<file path="src/hw/spike_pkg.sv">
`default_nettype none

package spike_pkg;

  // width of the tick counter and of the period it wraps at
  localparam int tick_w = 16;

  // pending spike count per generator
  localparam int count_w = 8;

  // target tag carried by every event of a generator
  localparam int tag_w = 10;

  // one generator as stored in the state ram
  // tick and count change every sweep
  // period, enable and tag change only when programmed
  typedef struct packed {
    logic [tick_w-1:0]  tick;
    logic [tick_w-1:0]  period;
    logic               enable;
    logic [tag_w-1:0]   tag;
    logic [count_w-1:0] count;
  } gen_word_t;

  // one output event
  typedef struct packed {
    logic [tag_w-1:0]   tag;
    logic [count_w-1:0] count;
  } spike_event_t;

  // programming command kinds
  // load_gen writes the whole word at the command address
  // set_used takes the number of generators in use from the low bits of the word's tick field
  typedef enum logic {
    load_gen = 1'b0,
    set_used = 1'b1
  } prog_kind_t;

endpackage

`default_nettype wire

</file>
<file path="src/hw/spike_config_regs.sv">
`default_nettype none

module spike_config_regs #(
  parameter int gen_idx_w = 5
) (
  input  logic                   clk,
  input  logic                   reset,
  input  logic                   prog_valid,
  input  spike_pkg::prog_kind_t  prog_kind,
  input  logic [gen_idx_w-1:0]   prog_addr,
  input  spike_pkg::gen_word_t   prog_word,
  output logic                   prog_ready,
  input  logic                   busy,
  input  logic                   unit_pulse,
  output logic                   ram_load,
  output logic [gen_idx_w-1:0]   load_addr,
  output spike_pkg::gen_word_t   load_word,
  output logic [gen_idx_w:0]     gens_used
);
  import spike_pkg::*;

  // one buffered programming command
  typedef struct packed {
    prog_kind_t           kind;
    logic [gen_idx_w-1:0] addr;
    gen_word_t            word;
  } prog_cmd_t;

  prog_cmd_t cmd_q;
  logic      cmd_full;
  logic      prog_take;
  logic      cmd_go;

  // buffer accepts only when empty
  assign prog_ready = ~cmd_full;
  assign prog_take  = prog_valid & prog_ready;

  // release only while the sweep is idle and not about to start
  // a pulse in this cycle would start a sweep at the next edge
  assign cmd_go = cmd_full & ~busy & ~unit_pulse;

  // a load becomes a single write strobe toward the ram
  assign ram_load  = cmd_go & (cmd_q.kind == load_gen);
  assign load_addr = cmd_q.addr;
  assign load_word = cmd_q.word;

  // buffer occupancy and generators in use
  always_ff @(posedge clk or posedge reset) begin
    if (reset) begin
      cmd_full  <= 1'b0;
      gens_used <= '0;
    end else begin
      if (prog_take) begin
        cmd_full <= 1'b1;
      end else if (cmd_go) begin
        cmd_full <= 1'b0;
      end
      // count comes from the low bits of the tick field
      if (cmd_go && cmd_q.kind == set_used) begin
        gens_used <= cmd_q.word.tick[gen_idx_w:0];
      end
    end
  end

  // command payload, captured on acceptance
  always_ff @(posedge clk) begin
    if (prog_take) begin
      cmd_q <= '{kind: prog_kind, addr: prog_addr, word: prog_word};
    end
  end

endmodule

`default_nettype wire

</file>
<file path="src/hw/spike_source_top.sv">
`default_nettype none

module spike_source_top #(
  parameter int gen_idx_w = 5
) (
  input  logic                    clk,
  input  logic                    reset,
  input  logic                    unit_pulse,
  // programming channel
  input  logic                    prog_valid,
  input  spike_pkg::prog_kind_t   prog_kind,
  input  logic [gen_idx_w-1:0]    prog_addr,
  input  spike_pkg::gen_word_t    prog_word,
  output logic                    prog_ready,
  // event channel
  output logic                    out_valid,
  input  logic                    out_ready,
  output spike_pkg::spike_event_t out_event,
  output logic                    overrun
);
  import spike_pkg::*;

  // config to sweep
  logic                 ram_load;
  logic [gen_idx_w-1:0] load_addr;
  gen_word_t            load_word;
  logic [gen_idx_w:0]   gens_used;
  logic                 busy;

  // sweep to ram
  logic                 rd_en;
  logic [gen_idx_w-1:0] rd_addr;
  gen_word_t            rd_word;
  logic                 wr_en;
  logic [gen_idx_w-1:0] wr_addr;
  logic                 wr_full;
  gen_word_t            wr_word;

  spike_config_regs #(.gen_idx_w(gen_idx_w)) u_config (
    .clk        (clk),
    .reset      (reset),
    .prog_valid (prog_valid),
    .prog_kind  (prog_kind),
    .prog_addr  (prog_addr),
    .prog_word  (prog_word),
    .prog_ready (prog_ready),
    .busy       (busy),
    .unit_pulse (unit_pulse),
    .ram_load   (ram_load),
    .load_addr  (load_addr),
    .load_word  (load_word),
    .gens_used  (gens_used)
  );

  spike_sweep #(.gen_idx_w(gen_idx_w)) u_sweep (
    .clk        (clk),
    .reset      (reset),
    .unit_pulse (unit_pulse),
    .gens_used  (gens_used),
    .ram_load   (ram_load),
    .load_addr  (load_addr),
    .load_word  (load_word),
    .busy       (busy),
    .overrun    (overrun),
    .rd_en      (rd_en),
    .rd_addr    (rd_addr),
    .rd_word    (rd_word),
    .wr_en      (wr_en),
    .wr_addr    (wr_addr),
    .wr_full    (wr_full),
    .wr_word    (wr_word),
    .out_valid  (out_valid),
    .out_ready  (out_ready),
    .out_event  (out_event)
  );

  spike_state_ram #(.gen_idx_w(gen_idx_w)) u_ram (
    .clk     (clk),
    .rd_en   (rd_en),
    .rd_addr (rd_addr),
    .rd_word (rd_word),
    .wr_en   (wr_en),
    .wr_addr (wr_addr),
    .wr_full (wr_full),
    .wr_word (wr_word)
  );

endmodule

`default_nettype wire

</file>
<file path="src/hw/spike_state_ram.sv">
`default_nettype none

module spike_state_ram #(
  parameter int gen_idx_w = 5
) (
  input  logic                   clk,
  input  logic                   rd_en,
  input  logic [gen_idx_w-1:0]   rd_addr,
  output spike_pkg::gen_word_t   rd_word,
  input  logic                   wr_en,
  input  logic [gen_idx_w-1:0]   wr_addr,
  input  logic                   wr_full,
  input  spike_pkg::gen_word_t   wr_word
);
  import spike_pkg::*;

  localparam int depth = 2 ** gen_idx_w;

  // tick and count live in one bank, written on every write
  localparam int dyn_w = tick_w + count_w;
  // period, enable and tag live in the other, written only on a full write
  localparam int cfg_w = tick_w + 1 + tag_w;

  logic [dyn_w-1:0] dyn_mem [depth];
  logic [cfg_w-1:0] cfg_mem [depth];

  // registered read data of both banks
  logic [dyn_w-1:0] dyn_q;
  logic [cfg_w-1:0] cfg_q;

  // write port
  always_ff @(posedge clk) begin
    if (wr_en) begin
      dyn_mem[wr_addr] <= {wr_word.tick, wr_word.count};
      // field mask selects whether the static fields follow
      if (wr_full) begin
        cfg_mem[wr_addr] <= {wr_word.period, wr_word.enable, wr_word.tag};
      end
    end
  end

  // read port with one cycle of latency
  always_ff @(posedge clk) begin
    if (rd_en) begin
      dyn_q <= dyn_mem[rd_addr];
      cfg_q <= cfg_mem[rd_addr];
    end
  end

  // reassemble the generator word from both banks
  assign rd_word = '{
    tick:   dyn_q[dyn_w-1 -: tick_w],
    period: cfg_q[cfg_w-1 -: tick_w],
    enable: cfg_q[tag_w],
    tag:    cfg_q[tag_w-1:0],
    count:  dyn_q[count_w-1:0]
  };

endmodule

`default_nettype wire

</file>
<file path="src/hw/spike_sweep.sv">
`default_nettype none

module spike_sweep #(
  parameter int gen_idx_w = 5
) (
  input  logic                    clk,
  input  logic                    reset,
  input  logic                    unit_pulse,
  input  logic [gen_idx_w:0]      gens_used,
  input  logic                    ram_load,
  input  logic [gen_idx_w-1:0]    load_addr,
  input  spike_pkg::gen_word_t    load_word,
  output logic                    busy,
  output logic                    overrun,
  // ram read port
  output logic                    rd_en,
  output logic [gen_idx_w-1:0]    rd_addr,
  input  spike_pkg::gen_word_t    rd_word,
  // ram write port
  output logic                    wr_en,
  output logic [gen_idx_w-1:0]    wr_addr,
  output logic                    wr_full,
  output spike_pkg::gen_word_t    wr_word,
  // passive event output
  output logic                    out_valid,
  input  logic                    out_ready,
  output spike_pkg::spike_event_t out_event
);
  import spike_pkg::*;

  // idle       waits for unit_pulse and passes program loads to the ram
  // first_read reads generator 0 with nothing to write yet
  // update     reads one generator and writes back the one before it
  // last_write writes back the final generator
  typedef enum logic [1:0] {
    idle,
    first_read,
    update,
    last_write
  } sweep_state_t;

  sweep_state_t state;
  sweep_state_t state_next;

  // index being read and index being written back
  logic [gen_idx_w-1:0] rd_idx;
  logic [gen_idx_w-1:0] wb_idx;
  logic [gen_idx_w:0]   rd_idx_p1;
  logic                 last_read;
  logic                 sweep_start;
  logic                 deciding;

  // update datapath
  logic [tick_w-1:0]  next_tick;
  logic [count_w-1:0] next_count;
  logic [count_w-1:0] count_p1;
  logic [count_w-1:0] send_count;
  logic               send;

  assign busy = (state != idle);

  // extra bit so a full table of 2**gen_idx_w generators compares correctly
  assign rd_idx_p1 = {1'b0, rd_idx} + 1'b1;
  assign last_read = (rd_idx_p1 == gens_used);

  // nothing to sweep when no generator is in use
  assign sweep_start = unit_pulse & (gens_used != '0);

  // read data of the previous cycle is valid in these states
  assign deciding = (state == update) || (state == last_write);

  always_comb begin
    state_next = state;
    case (state)
      idle: begin
        if (sweep_start) begin
          state_next = first_read;
        end
      end
      first_read, update: begin
        if (last_read) begin
          state_next = last_write;
        end else begin
          state_next = update;
        end
      end
      last_write: begin
        state_next = idle;
      end
      default: begin
        state_next = idle;
      end
    endcase
  end

  always_ff @(posedge clk or posedge reset) begin
    if (reset) begin
      state   <= idle;
      rd_idx  <= '0;
      wb_idx  <= '0;
      overrun <= 1'b0;
    end else begin
      state  <= state_next;
      wb_idx <= rd_idx;
      // walk forward while reading, rewind otherwise
      if (state == first_read || state == update) begin
        rd_idx <= rd_idx_p1[gen_idx_w-1:0];
      end else begin
        rd_idx <= '0;
      end
      // a pulse during a sweep is dropped but remembered
      if (unit_pulse && busy) begin
        overrun <= 1'b1;
      end
    end
  end

  // saturating increment of the pending count
  assign count_p1 = (rd_word.count == '1) ? rd_word.count : rd_word.count + 1'b1;

  // per generator decision on the word just read
  always_comb begin
    next_tick  = rd_word.tick;
    next_count = rd_word.count;
    send_count = rd_word.count;
    send       = 1'b0;
    if (rd_word.enable) begin
      if (rd_word.tick < rd_word.period) begin
        next_tick = rd_word.tick + 1'b1;
        // flush any leftover count if the output takes it
        if (rd_word.count != '0 && out_ready) begin
          send       = 1'b1;
          next_count = '0;
        end
      end else begin
        // tick wraps and adds one spike
        next_tick  = {{(tick_w-1){1'b0}}, 1'b1};
        send_count = count_p1;
        if (out_ready) begin
          send       = 1'b1;
          next_count = '0;
        end else begin
          next_count = count_p1;
        end
      end
    end
  end

  // valid only rises together with ready
  assign out_valid = deciding & send;
  assign out_event = '{tag: rd_word.tag, count: send_count};

  // read port follows the read index
  assign rd_en   = (state == first_read) || (state == update);
  assign rd_addr = rd_idx;

  // write port is shared by program loads and the writeback
  always_comb begin
    wr_en   = 1'b0;
    wr_addr = wb_idx;
    wr_full = 1'b0;
    wr_word = rd_word;
    if (deciding) begin
      // only tick and count go back to the ram
      wr_en        = 1'b1;
      wr_word.tick  = next_tick;
      wr_word.count = next_count;
    end else if (state == idle) begin
      wr_en   = ram_load;
      wr_addr = load_addr;
      wr_full = 1'b1;
      wr_word = load_word;
    end
  end

endmodule

`default_nettype wire

</file>
<file path="config.mk">
export PLATFORM = sky130hd
export DESIGN_NAME = spike_source_top
export DESIGN_NICKNAME = d
export VERILOG_FILES = /design/src/hw/spike_pkg.sv /design/src/hw/spike_config_regs.sv /design/src/hw/spike_source_top.sv /design/src/hw/spike_state_ram.sv /design/src/hw/spike_sweep.sv
export SDC_FILE = /design/constraint.sdc
export NUM_CORES = 2
export LEC_CHECK = 0
export ABC_AREA = 0
export BUFFER_PORTS_ARGS = -buffer_cell sky130_fd_sc_hd__buf_2
export CAP_MARGIN = 10
export CORE_MARGIN = 1.5
export CORE_UTILIZATION = 50
export DETAILED_ROUTE_END_ITERATION = 12
export GPL_ROUTABILITY_DRIVEN = 0
export PLACE_DENSITY = 0.77
export SYNTH_ARGS = -nofsm -noshare
export SYNTH_HDL_FRONTEND = slang
export SYNTH_SLANG_ARGS = --single-unit
export TNS_END_PERCENT = 20
</file>
<file path="constraint.sdc">
create_clock -name clk -period 6.58 [get_ports clk]
set_clock_uncertainty 0.05 [all_clocks]
set_input_delay 0.987 -clock clk [delete_from_list [all_inputs] [get_ports clk]]
set_output_delay 0.987 -clock clk [all_outputs]
set_load 0.005 [all_outputs]
</file>
After elaboration in Yosys (flattened, before gate mapping)

Memories as Yosys holds them, arrays and structs flattened. A register that Yosys moved wholly into a read port is not among the register bits.
Cells that the tools add are included.

Register bits: 77
RAM bits: 1632
Word-level logic and storage cells: 80
Memories: 2

$add $sub $neg: 3
$lt $le $gt $ge: 1
Eq/ne operators: 6
Multiplexer cells: 34
Bitwise logic cells: 10
Reduce and logical (&&, ||, !) cells: 11

Memory list:

| memory        | depth | bits a word | read ports | clocked after memory_dff | wr ports | RTL line              | source |
|---|---|---|---|---|---|---|---|
| u_ram.cfg_mem | 32    | 27          | 1          | 1                        | 1        | spike_state_ram.sv:25 | `logic [cfg_w-1:0] cfg_mem [depth];` |
| u_ram.dyn_mem | 32    | 24          | 1          | 1                        | 1        | spike_state_ram.sv:24 | `logic [dyn_w-1:0] dyn_mem [depth];` |

Operator list:

| kind                                                                   | count |
|---|---|
| 8-bit two-way mux                                                      | 8 |
| 51-bit two-way mux                                                     | 1 |
| 16-bit two-way mux                                                     | 3 |
| 27-bit two-way mux                                                     | 1 |
| 16-bit by 1-bit adder with 16-bit output (second input constant)       | 1 |
| 16-bit < comparator                                                    | 1 |
| 1-bit two-way mux                                                      | 16 |
| 5-bit two-way mux                                                      | 3 |
| 8-bit by 1-bit adder with 8-bit output (second input constant)         | 1 |
| 8-bit equality test (second input constant)                            | 1 |
| 8-bit nonzero test                                                     | 1 |
| 5-bit by 1-bit adder with 6-bit output (second input constant)         | 1 |
| 1-bit bitwise AND                                                      | 6 |
| 6-bit equality test                                                    | 1 |
| 2-bit one-hot mux with 3 select lines                                  | 1 |
| 6-bit nonzero test                                                     | 1 |
| 2-bit equality test (second input constant)                            | 2 |
| 1-bit NOT                                                              | 4 |
| 2-bit nonzero test                                                     | 2 |
| 1-bit logical AND                                                      | 3 |
| 2-bit by 1-bit equality test with 1-bit output (second input constant) | 1 |
| 2-bit logical NOT                                                      | 1 |
| 1-bit logical OR                                                       | 2 |
| 2-bit two-way mux                                                      | 1 |
| other kinds (2)                                                        | 2 |

Logic depth before layout (Yosys ltp)

Word-level depth: 9
Mapped depth: 10
Depth with buffers taken out: 8

Modules after synthesis

Synthesis repeated with hierarchy kept, for this count alone.

Cells, all modules: 4145
Area total of the unflattened synthesis: 70296.2 µm²

Modules (own cells, without submodules):

| module            | times used | cells each | area each (µm²) |
|---|---|---|---|
| spike_state_ram   | 1          | 3619       | 65225.1 |
| spike_sweep       | 1          | 391        | 2617.5 |
| spike_config_regs | 1          | 135        | 2453.6 |

Least setup slack after synthesis

No wires, ideal clock.

Path kind: register -> register
Start point: register u_ram.dyn_q[21] (read register of u_ram.dyn_mem)
End point: memory u_ram.dyn_mem[0][2] (netlist name) (data pin)
Arrival time: 3527 ps
Setup slack: 2549 ps
Stages on the path, launching flop included: 9
Path buffers: 1
Clock period less this slack: 4031 ps
Cells stage by stage: edfxtp_1 > ha_1 > nand4_1 > or3_1 > or4_1 > nand3_1 > buf_2 > a21oi_1 > o21ai_0

RTL lines:

| element         | RTL line              | source |
|---|---|---|
| start, declared | spike_state_ram.sv:28 | `logic [dyn_w-1:0] dyn_q;` |
| end, declared   | spike_state_ram.sv:24 |  |

==> qor.yml <==
status: "completed"
netSwitchingFraction: 0.190
endpoint_kind: "output port"
drv_slew: 0
yosysTopAreaCellShare: 0.765
postCtsHoldBufs: 0
internal_power_uw: 17800
placed_cells: 4961
yosysUniqueCellTypes: 62
final_cell_mix: "1740 x edfxtp_1, 370 x mux4_2, 177 x mux2i_1, 174 x clkbuf_16, 118 x nand2_1"
path_max_fanout: 24
ys.flop_type: "edfxtp_1"
drt_drc_violations_left: 0
wl_per_cell_microns: 33.2
rsz0062_at_grt: "false"
cts_resized: 0
core-area_sq_um: 135000
period_needed_ns: 5.56
cts.clk_slew.worst_paths_ns: 0.07
die_w_microns: 373
drt_wl_total_microns: 175000
ctsHtreeMaxLevel: 4
clock_path_buffers: 3
syn_area_sq_um: 68300
fmaxAchievable_ghz: 0.180
post_cts_buffers: 0
synth_top_area_cell: "edfxtp_1"
netlist_instances: 3228
grt_use_total: 0.251
reg2reg_from: "u_sweep.state[0]$_DFFE_PP0P_"
grt_max_degree: 146
rows: 135
multi_input_area_sq_um: 15400
power_frac_seq: 0.553
max_slew_margin: 0.112
nFillCells: 9426
cts_buffers: 168
path_class: "flop to output port"
route.antenna.remaining_nets: 0
finalPower_uw: 22000
final.setup.worst_slack_ns: 1.02
regArea_sq_um: 52800
tns_ns: 0
seq_area_frac_synth: 0.772
power_density_nw_per_um2: 285
ff2ff_path_depth: 9
fp.dieH_microns: 373
final_layout_size_suffix_gt1_frac: 0.256
overflow: 0
hpwl_microns: 100000
finalCritPeriodShare: 0.845
combPwrFrac: 0.002
drt-pass1-iter-count: 5
antenna_found_initial: 13
max-cap-violations: 0
postSynthAreaPerCell_sq_um: 21.2
r2r_end: "u_ram.cfg_mem[17][12]$_DFFE_PP_"
initial_core_util: 0.504
cts-root-buf: "clkbuf_16"
nNetsFinal: 3438
synth_area_leaders: "edfxtp_1 76%, mux4_2 12%, mux2i_1 2.6%"
ir_drop_mv: 0.248
preCtsSetupSlack_ns: 1.88
vias: 34625
hold_viol: 0
drtIter0Drc: 5586
reg2reg_slack_ns: 1.72
worstPathRequired_ns: 5.54
clock_sink_count: 1760
worstPathArrival_ns: 4.52
synth-async-reset-ratio: 0.0114
portBuffers: 82
worstMarginPinSlew_ns: 1.33
clk_latency_ns: 0.82
grt_pass1_vias: 34098
synth_seq_cells: 1760
yosysWarnings: 0
setup_violations: 0
die-area_sq_um: 139000
layoutNonFillerInstCount: 5273
power_frac_clock: 0.444
startpoint_type: "flop"
cts_tree: "yes"
grt_pass1_wl_microns: 248000
p_leak_uw: 0.0204
synthesis.nets: 3312
final_common_cell: "edfxtp_1"
avgViaCountPerCell: 6.57
io_pins: 83
p_sw_uw: 4160
synth_edf_count: 1740
area_growth_pct: 12.7
worstHoldPathType: "primary input to asynchronous set/reset pin"
[Yosys cell counts, types with 22 or more instances]
| library cell | instances |
|---|---|
| o22ai_1 | 61 |
| clkbuf_1 | 107 |
| a21o_1 | 30 |
| mux2_2 | 34 |
| mux4_2 | 370 |
| o21ai_0 | 61 |
| a21oi_1 | 39 |
| edfxtp_1 | 1740 |
| nand2_1 | 120 |
| ha_1 | 22 |
| buf_2 | 44 |
| nor2_1 | 79 |
| a211oi_1 | 29 |
| inv_1 | 25 |
| o221ai_1 | 84 |
| mux2i_1 | 177 |
[metal layers]
metal / routed length, microns / GRT usage
met1: 64800 / 0.345
met2: 82900 / 0.390
met3: 19500 / 0.0556
met4: 7640 / 0.107
met5: 52 / 0
[power by group through the flow]
stage | clock network [uW] | logic [uW] | registers [uW]
6_report | 9760 | 49.9 | 12100
5_1_grt | 10200 | 53.3 | 12100
4_1_cts | 9810 | 49.9 | 12100
3_5_place_dp | 0 | 49.0 | 12400
3_3_place_gp | 0 | 48.2 | 12400
2_1_floorplan | 0 | 12.2 | 12400
[worst max-delay path, cell delays in order, from the launching register on]
cell and delay, ns:
edfxtp_1 0.48, ha_1 0.34, nand4_1 0.25, or3_1 0.50, or4_1 0.58, nand3_1 0.11, buf_4 0.28, and2_0 0.57
mux2_2 0.47, buf_2 0.15
[worst max path at each step]
stage	from	slack [ns]	to	depth (start not counted)
4_1_cts	u_ram.dyn_q[20]$_DFFE_PN_	1.13	out_event[7]	9
5_1_grt	u_ram.dyn_q[21]$_DFFE_PN_	1.01	out_event[7]	9
3_5_place_dp	u_sweep.state[0]$_DFFE_PP0P_	1.88	u_ram.cfg_mem[9][5]$_DFFE_PP_	9
2_1_floorplan	u_ram.dyn_q[21]$_DFFE_PN_	2.55	u_ram.dyn_mem[0][2]$_DFFE_PP_	8
3_3_place_gp	u_sweep.state[0]$_DFFE_PP0P_	2.05	u_ram.cfg_mem[17][20]$_DFFE_PP_	9
6_report	u_ram.dyn_q[20]$_DFFE_PN_	1.02	out_event[7]	9
[logic make-up after synthesis]
family	count (synthesis)	synth area share
multiplexers	581	0.153
AO/OA/AOI/OAI	345	0.0349
AND/OR/NAND/NOR	288	0.0192
flip-flops	1760	0.772
adder cells (fa/ha/maj)	22	0.00403
XOR/XNOR	23	0.00306
buffers and inverters	209	0.0136
[per-stage QoR]
stage	cell area, sq um	util	hold WS [ns]
3_5_place_dp	71400	0.527	0.481
5_1_grt	77000	0.568	0.295
2_1_floorplan	68300	-	0.302
6_report	77000	0.568	0.287
3_3_place_gp	71400	0.527	0.471
4_1_cts	76900	0.568	0.270
[area by class of cell]
type,count,share of cell area
inverter,25,0.00128
multi-input combinational,1259,0.200
timing repair buffer,140,0.0125
sequential,1760,0.685
antenna,1,0.0000325
clock buffer,213,0.0585
tap,1781,0.0289
clock inverter,94,0.0130
[state kept, by name (all words and copies together), names as in the netlist, 6 cells and up]
| signal | flops |
|---|---|
| u_ram.cfg_mem | 864 |
| u_ram.dyn_mem | 768 |
| u_config.load_word | 51 |
| u_ram.cfg_q | 27 |
| u_ram.dyn_q | 24 |
| u_config.gens_used | 6 |
Note: power is estimated with default switching activity, not from simulation.
